**config.mk**
```make
export PLATFORM = sky130hd
export DESIGN_NAME = exec_unit
export DESIGN_NICKNAME = d
export VERILOG_FILES = /design/src/riscv_alu_pkg.sv /design/src/exec_unit.sv /design/src/exec_ctrl.sv /design/src/alu.sv /design/src/alu_logic.sv /design/src/alu_shifter.sv /design/src/alu_adder.sv
export VERILOG_INCLUDE_DIRS = /design/src
export SDC_FILE = /design/constraint.sdc
export NUM_CORES = 1
export LEC_CHECK = 0
export BUFFER_PORTS_ARGS = -buffer_cell sky130_fd_sc_hd__buf_2
export CELL_PAD_IN_SITES_DETAIL_PLACEMENT = 1
export CELL_PAD_IN_SITES_GLOBAL_PLACEMENT = 1
export CORE_MARGIN = 2
export CORE_UTILIZATION = 51
export CTS_CLUSTER_DIAMETER = 60
export CTS_CLUSTER_SIZE = 20
export DETAILED_ROUTE_END_ITERATION = 7
export GPL_ROUTABILITY_DRIVEN = 0
export PLACE_DENSITY_LB_ADDON = 0.08
export REMOVE_ABC_BUFFERS = 1
export SYNTH_ARGS = -nofsm -noshare
export SYNTH_HDL_FRONTEND = slang
export SYNTH_HIERARCHICAL = 1
export SYNTH_SLANG_ARGS = --single-unit
export TNS_END_PERCENT = 30
```
**constraint.sdc**
```tcl
create_clock -name clk_i -period 14.47 [get_ports clk_i]
set_clock_uncertainty 0.2 [all_clocks]
set_input_delay 1.447 -clock clk_i [delete_from_list [all_inputs] [get_ports clk_i]]
set_output_delay 1.447 -clock clk_i [all_outputs]
set_load 0.01 [all_outputs]
```
**src/riscv_alu_defs.svh**
```systemverilog
// width macros for the execute stage, included by the package and every ALU source file.
`ifndef RISCV_ALU_DEFS_SVH
`define RISCV_ALU_DEFS_SVH

// data path width, one RV32I register.
`define ALU_XLEN 32

// shift amount field, low bits of operand b.
`define ALU_SHAMT_W 5

`endif
```
**src/riscv_alu_pkg.sv**
```systemverilog
// shared opcode and request/response types of the execute stage, imported by the RTL modules.
`default_nettype none

`include "riscv_alu_defs.svh"

package riscv_alu_pkg;

    // bit 0 set means operand b inverted and carry-in of one.
    typedef enum logic [3:0] {
        ALU_ADD  = 4'h0,
        ALU_SUB  = 4'h1,  // subtracting adder.
        ALU_SLL  = 4'h2,
        ALU_SLT  = 4'h3,  // subtracting adder.
        ALU_XOR  = 4'h4,
        ALU_SLTU = 4'h5,  // subtracting adder.
        ALU_SRL  = 4'h6,
        ALU_SRA  = 4'h8,
        ALU_OR   = 4'hA,
        ALU_AND  = 4'hC
    } alu_op_e;

    // one decoded OP or OP-IMM instruction.
    typedef struct packed {
        logic [2:0]           funct3;
        logic                 funct7_alt;  // instruction bit 30.
        logic                 is_imm;
        logic [`ALU_XLEN-1:0] opr_a;
        logic [`ALU_XLEN-1:0] opr_b;       // immediate already sign-extended.
    } exec_req_t;

    // registered stage output.
    typedef struct packed {
        logic [`ALU_XLEN-1:0] result;
        logic                 zero;
        logic                 less;
        logic                 illegal;
    } exec_rsp_t;

endpackage

`default_nettype wire

```
**src/exec_unit.sv**
```systemverilog
// top of the integer execute stage, one request in and one response out a cycle later.
`timescale 1ns/1ps
`default_nettype none

`include "riscv_alu_defs.svh"

module exec_unit
    import riscv_alu_pkg::*;
(
    input  wire logic      clk_i,
    input  wire logic      rst_i,
    input  wire logic      valid_i,
    input  wire exec_req_t req_i,
    output logic           valid_o,
    output exec_rsp_t      rsp_o
);

    alu_op_e              alu_op;
    logic [`ALU_XLEN-1:0] opr_a;
    logic [`ALU_XLEN-1:0] opr_b;
    logic [`ALU_XLEN-1:0] alu_res;
    logic                 alu_zero;
    logic                 alu_less;

    exec_ctrl u_exec_ctrl (
        .clk_i      (clk_i),
        .rst_i      (rst_i),
        .valid_i    (valid_i),
        .req_i      (req_i),
        .alu_op_o   (alu_op),
        .opr_a_o    (opr_a),
        .opr_b_o    (opr_b),
        .alu_res_i  (alu_res),
        .alu_zero_i (alu_zero),
        .alu_less_i (alu_less),
        .valid_o    (valid_o),
        .rsp_o      (rsp_o)
    );

    alu u_alu (
        .opr_a_i (opr_a),
        .opr_b_i (opr_b),
        .op_i    (alu_op),
        .res_o   (alu_res),
        .zero_o  (alu_zero),
        .less_o  (alu_less)
    );

endmodule

`default_nettype wire

```
**src/exec_ctrl.sv**
```systemverilog
// execute stage control, decodes OP/OP-IMM requests for the ALU and registers the response.
`timescale 1ns/1ps
`default_nettype none

`include "riscv_alu_defs.svh"

module exec_ctrl
    import riscv_alu_pkg::*;
(
    input  wire logic                 clk_i,
    input  wire logic                 rst_i,
    input  wire logic                 valid_i,
    input  wire exec_req_t            req_i,
    output alu_op_e                   alu_op_o,
    output logic      [`ALU_XLEN-1:0] opr_a_o,
    output logic      [`ALU_XLEN-1:0] opr_b_o,
    input  wire logic [`ALU_XLEN-1:0] alu_res_i,
    input  wire logic                 alu_zero_i,
    input  wire logic                 alu_less_i,
    output logic                      valid_o,
    output exec_rsp_t                 rsp_o
);

    alu_op_e   alu_op;
    logic      illegal;
    logic      alt_reg;
    logic      valid_q;
    exec_rsp_t rsp_q;

    assign alt_reg = req_i.funct7_alt & ~req_i.is_imm;

    // bit 30 only legal on SUB, SRA/SRAI; ADDI treats it as immediate.
    assign illegal = (alt_reg && (req_i.funct3 != 3'b000) && (req_i.funct3 != 3'b101)) ||
                     (req_i.funct7_alt && (req_i.funct3 == 3'b001));

    always_comb begin
        case (req_i.funct3)
            3'b000:  alu_op = alt_reg ? ALU_SUB : ALU_ADD;
            3'b001:  alu_op = ALU_SLL;
            3'b010:  alu_op = ALU_SLT;
            3'b011:  alu_op = ALU_SLTU;
            3'b100:  alu_op = ALU_XOR;
            3'b101:  alu_op = req_i.funct7_alt ? ALU_SRA : ALU_SRL;
            3'b110:  alu_op = ALU_OR;
            default: alu_op = ALU_AND;
        endcase
    end

    assign alu_op_o = alu_op;
    assign opr_a_o  = req_i.opr_a;
    assign opr_b_o  = req_i.opr_b;

    always_ff @(posedge clk_i) begin
        if (rst_i) begin
            valid_q <= 1'b0;
            rsp_q   <= '0;
        end else begin
            valid_q <= valid_i;
            if (valid_i) begin  // hold last response on gaps.
                if (illegal) begin
                    rsp_q.result  <= '0;
                    rsp_q.zero    <= 1'b0;
                    rsp_q.less    <= 1'b0;
                    rsp_q.illegal <= 1'b1;
                end else begin
                    rsp_q.result  <= alu_res_i;
                    rsp_q.zero    <= alu_zero_i;
                    rsp_q.less    <= alu_less_i;
                    rsp_q.illegal <= 1'b0;
                end
            end
        end
    end

    assign valid_o = valid_q;
    assign rsp_o   = rsp_q;

endmodule

`default_nettype wire

```
**src/alu.sv**
```systemverilog
// combinational ALU wrapper, drives the adder, shifter and logic units and selects the result.
`timescale 1ns/1ps
`default_nettype none

`include "riscv_alu_defs.svh"

module alu
    import riscv_alu_pkg::*;
(
    input  wire logic    [`ALU_XLEN-1:0] opr_a_i,
    input  wire logic    [`ALU_XLEN-1:0] opr_b_i,
    input  wire alu_op_e                 op_i,
    output logic         [`ALU_XLEN-1:0] res_o,
    output logic                         zero_o,
    output logic                         less_o
);

    logic                 sub_en;
    logic [`ALU_XLEN-1:0] opr_b_neg;
    logic [`ALU_XLEN-1:0] adder_out;
    logic                 adder_carry;
    logic                 adder_v;
    logic [`ALU_XLEN-1:0] shifter_out;
    logic [`ALU_XLEN-1:0] logic_out;
    logic                 less_s;
    logic                 less_u;

    assign sub_en    = op_i[0];  // invert bit of the opcode.
    assign opr_b_neg = sub_en ? ~opr_b_i : opr_b_i;

    // sign of a - b, corrected on overflow.
    assign less_s = adder_out[`ALU_XLEN-1] ^ adder_v;
    assign less_u = ~adder_carry;  // borrow out.

    assign zero_o = sub_en & ~|adder_out;
    assign less_o = ((op_i == ALU_SLT) || (op_i == ALU_SUB)) ? less_s :
                    (op_i == ALU_SLTU)                       ? less_u :
                                                               1'b0;

    always_comb begin
        case (op_i)
            ALU_ADD, ALU_SUB:          res_o = adder_out;
            ALU_SLL, ALU_SRL, ALU_SRA: res_o = shifter_out;
            ALU_AND, ALU_OR, ALU_XOR:  res_o = logic_out;
            ALU_SLT:                   res_o = {{(`ALU_XLEN-1){1'b0}}, less_s};
            ALU_SLTU:                  res_o = {{(`ALU_XLEN-1){1'b0}}, less_u};
            default:                   res_o = '0;
        endcase
    end

    alu_adder u_adder (
        .op1_i   (opr_a_i),
        .op2_i   (opr_b_neg),
        .cin_i   (sub_en),
        .sum_o   (adder_out),
        .carry_o (adder_carry),
        .v_o     (adder_v)
    );

    alu_shifter u_shifter (
        .op1_i   (opr_a_i),
        .shamt_i (opr_b_i[`ALU_SHAMT_W-1:0]),
        .op_i    (op_i),
        .res_o   (shifter_out)
    );

    alu_logic u_logic (
        .op1_i (opr_a_i),
        .op2_i (opr_b_i),
        .op_i  (op_i),
        .res_o (logic_out)
    );

endmodule

`default_nettype wire

```
**src/alu_logic.sv**
```systemverilog
// bitwise unit of the ALU, giving AND, OR or XOR of the two operands.
`timescale 1ns/1ps
`default_nettype none

`include "riscv_alu_defs.svh"

module alu_logic
    import riscv_alu_pkg::*;
(
    input  wire logic    [`ALU_XLEN-1:0] op1_i,
    input  wire logic    [`ALU_XLEN-1:0] op2_i,
    input  wire alu_op_e                 op_i,
    output logic         [`ALU_XLEN-1:0] res_o
);

    always_comb begin
        case (op_i)
            ALU_AND: res_o = op1_i & op2_i;
            ALU_OR:  res_o = op1_i | op2_i;
            ALU_XOR: res_o = op1_i ^ op2_i;
            default: res_o = '0;  // not a logic op.
        endcase
    end

endmodule

`default_nettype wire

```
**src/alu_shifter.sv**
```systemverilog
// barrel shifter of the ALU, used for SLL, SRL and SRA in register and immediate form.
`timescale 1ns/1ps
`default_nettype none

`include "riscv_alu_defs.svh"

module alu_shifter
    import riscv_alu_pkg::*;
(
    input  wire logic    [`ALU_XLEN-1:0]    op1_i,
    input  wire logic    [`ALU_SHAMT_W-1:0] shamt_i,
    input  wire alu_op_e                    op_i,
    output logic         [`ALU_XLEN-1:0]    res_o
);

    logic signed [`ALU_XLEN-1:0] op1_s;

    assign op1_s = $signed(op1_i);

    always_comb begin
        case (op_i)
            ALU_SLL: begin
                res_o = op1_i << shamt_i;
            end
            ALU_SRA: begin
                res_o = op1_s >>> shamt_i;  // sign fill.
            end
            default: begin
                res_o = op1_i >> shamt_i;   // zero fill.
            end
        endcase
    end

endmodule

`default_nettype wire

```
**src/alu_adder.sv**
```systemverilog
// behavioral adder of the ALU, shared by add, subtract and the set-less-than compares.
`timescale 1ns/1ps
`default_nettype none

`include "riscv_alu_defs.svh"

module alu_adder (
    input  wire logic [`ALU_XLEN-1:0] op1_i,
    input  wire logic [`ALU_XLEN-1:0] op2_i,
    input  wire logic                 cin_i,
    output logic      [`ALU_XLEN-1:0] sum_o,
    output logic                      carry_o,
    output logic                      v_o
);

    logic [`ALU_XLEN:0] sum_ext;

    assign sum_ext = {1'b0, op1_i} + {1'b0, op2_i} + {{`ALU_XLEN{1'b0}}, cin_i};
    assign sum_o   = sum_ext[`ALU_XLEN-1:0];
    assign carry_o = sum_ext[`ALU_XLEN];

    // same input signs, different result sign.
    assign v_o = (op1_i[`ALU_XLEN-1] == op2_i[`ALU_XLEN-1]) &&
                 (sum_o[`ALU_XLEN-1] != op1_i[`ALU_XLEN-1]);

endmodule

`default_nettype wire

```
==> run_results.csv <==
group,metric,value,unit
grt,grt_antenna_before_repair,1,
routing,vias_per_cell,7.12,
yosys,avgSynthCellArea,8.56,um2
clocking,cts_tree,"done",
die,dieArea,23800,um2
power,seqPwrFrac,14.7,%
run,maxCapViolCount,0,
power,p_int,380,uW
critical_path,end_kind,"flop",
power,power_density,65.9,nW/um2
yosys,synth_commonest_cells,"mux2i_1 (131), ha_1 (95), inv_1 (79), nand2_1 (79), buf_4 (75)",
power,swShare,49.5,%
clocking,cts.htree.levels,2,
outcome,status,"complete, no violations",
grt,grt_max_degree,50,
critical_path,worstPathArrival,6.20,ns
routing,num_vias,11200,
sta,relSlewSlack,26.1,%
yosys,syn_area,11500,um2
power,power_leakage,0.00512,uW
die,die_x,154,um
yosys,postSynthCellCount,1344,
clocking,clockBufferDepth,2,
grt,grt_pass1_wl,68.5,mm
routing,routed_wl,44.5,mm
yosys,async_reset_ff_share,0,%
yosys,synthTopCellsByArea,"mux2i_1 (11%), ha_1 (10%), mux4_2 (9.8%), dfxtp_1 (6.3%), buf_4 (4.9%)",
sta,finalWorstPathRequiredPeriod,6.20,ns
die,rows,54,
yosys,ys_seq_elements,36,
grt,grt_use_total,37.0,%
yosys,synth_top_area_cell,"mux2i_1",
sta,period_share,42.8,%
hold_path,hold_class,"reg2reg",
sta,finalMaxSlewViolations,0,
clocking,ctsRootBufferMaster,"clkbuf_16",
sta,rsz0062_at_grt,"no",
layout,drive_gt1_share,21.9,%
layout,syn2layout_area_growth,-0.663,%
placement,io_buffers,107,
sta,tns,0,ns
routing,dr.first_iter.drc_count,1125,
sta,max_freq,161,MHz
critical_path,cp_max_fo,45,
power,p_comb_share,69.1,%
placement,post-dp-hpwl,32.5,mm
layout,final_nets,1465,
clocking,cts.hold.buffers_added,0,
clocking,cts_sinks,36,
clocking,post_cts_buffers,0,
die,start_util,52.4,%
yosys,synth_top_area_share,11.4,%
clocking,numCtsBuffers,5,
sta,setup_violations,0,
clocking,clk_transition_reported_paths,0.06,ns
layout,n_antenna_cell,0,
die,ioPinCount,108,
routing,drt-pass1-iter-count,5,
sta,tightest_slew,1.11,ns
yosys,yosysMostFrequentCell,"mux2i_1",
yosys,synth_seq_area_share,6.27,%
layout,stdcell_area,11400,um2
yosys,yosys_warnings,6,
yosys,ys_types,97,
die,core,22000,um2
power,p_sw,372,uW
sta,report.final.hold_viol_count,0,
yosys,synth_edf_count,0,
placement,place_area,11300,um2
critical_path,start_kind,"input port",
yosys,yosys_most_used_dff,"dfxtp_1",
critical_path,critical_path_class,"in2reg",
clocking,cts-resized-gates,0,
power,ir_drop,0.0540,mV
clocking,clk_latency,0.29,ns
critical_path,worstPathRequired,14.47,ns
routing,drc,0,
power,clockPowerShare,16.2,%
routing,postRouteAntennaNets,0,
grt,grt_pass1_vias,11400,
die,die_h,154,um
routing,post_drt_wl_per_cell,28.3,um
grt,gr-total-overflow,0,
[metal layers]
| metal | GRT usage, % | share of wire (%) | wire length, um |
|---|---|---|---|
| met1 | 48.3 | 41 | 18300 |
| met2 | 61.4 | 47 | 21000 |
| met3 | 5.41 | 7.5 | 3330 |
| met4 | 15.2 | 4.2 | 1890 |
| met5 | 0 | 0.029 | 13 |
[metrics by stage]
stage	hold slack, ns	std cells	power, uW	worst slack (ns)	utilization [%]
after floorplan	0.339	1160	437	5.35	-
after global placement	0.312	1569	607	8.19	51.3
after CTS	0.332	1576	744	8.31	52.0
after detailed placement	0.316	1569	618	8.03	51.3
after global routing	0.350	1576	794	7.83	52.0
final	0.329	1576	753	8.27	52.0
[critical path, cell delays in order]
cell and delay [ns]:
buf_2 0.13, nor2_1 0.11, a21oi_1 0.10, nor2_4 0.08
buf_4 0.58, xor2_1 0.20, fa_1 0.49, fa_1 0.42
a21o_1 0.21, a221oi_1 0.44, nor3_1 0.14, nor2_1 0.36
o2111a_1 0.25, o21ai_0 0.09, xor2_1 0.18, nor4_1 0.29
nand4_1 0.16, nor3_1 0.21, mux2i_1 0.11, nor4_1 0.19
[worst paths after layout]
kind,slack [ns],cells past startpoint,from,to
worst max-delay path,8.27,20,req_i[66],u_exec_ctrl/rsp_o[2]
worst min-delay path,0.33,2,u_exec_ctrl/rsp_o[7],u_exec_ctrl/rsp_o[7]
worst max register to register,13.47,2,u_exec_ctrl/rsp_o[31],u_exec_ctrl/rsp_o[31]
worst min register to register,0.33,2,u_exec_ctrl/rsp_o[7],u_exec_ctrl/rsp_o[7]
[power groups by stage]
stage               combinational (uW)  sequential [uW]  clock (uW)
floorplan                          322              115           0
global placement                   494              113           0
detailed placement                 505              113           0
CTS                                508              111         125
global route                       553              111         129
finish                             520              111         122
[flip-flops by register name (all words and copies together), names as in the netlist]
signal and count:
u_exec_ctrl/rsp_o 35, u_exec_ctrl/valid_o 1
[layout by cell type (no fill, tap or decap), drive strengths merged, types with 8 or more instances in the layout]
cell type and instances:
mux2 27, nor2b 11, a21oi 66, a21o 19, nand3 18, nand2 79
a221o 36, o211ai 13, o21ai 40, and2 36, dfxtp 36, and3 8
nor4 46, xnor2 19, mux2i 131, nand2b 8, nand4 10, a221oi 8
nor3 18, o22ai 43, a211oi 17, inv 81, buf 129, mux4 58
a31oi 16, xor2 43, nor2 74, ha 95
[kinds of logic after synthesis]
group | synth area share [%]
adders and majority gates | 10.7
muxes | 25.7
DFF | 6.27
buffers and inverters | 14.2
and+or+nand+nor | 15.7
xor gates and xnor gates | 4.72
AOI/OAI and AO/OA | 22.8
[final cells by class]
class                   instances  area (um2)
clock buffers                   7         153
flip-flops and latches         36         721
fillers                      2653       10500
inverters                      81         304
well taps                     280         350
repair buffers                129         707
multi-input cells            1043        9190
No activity file was read; power rests on OpenSTA's default activity.
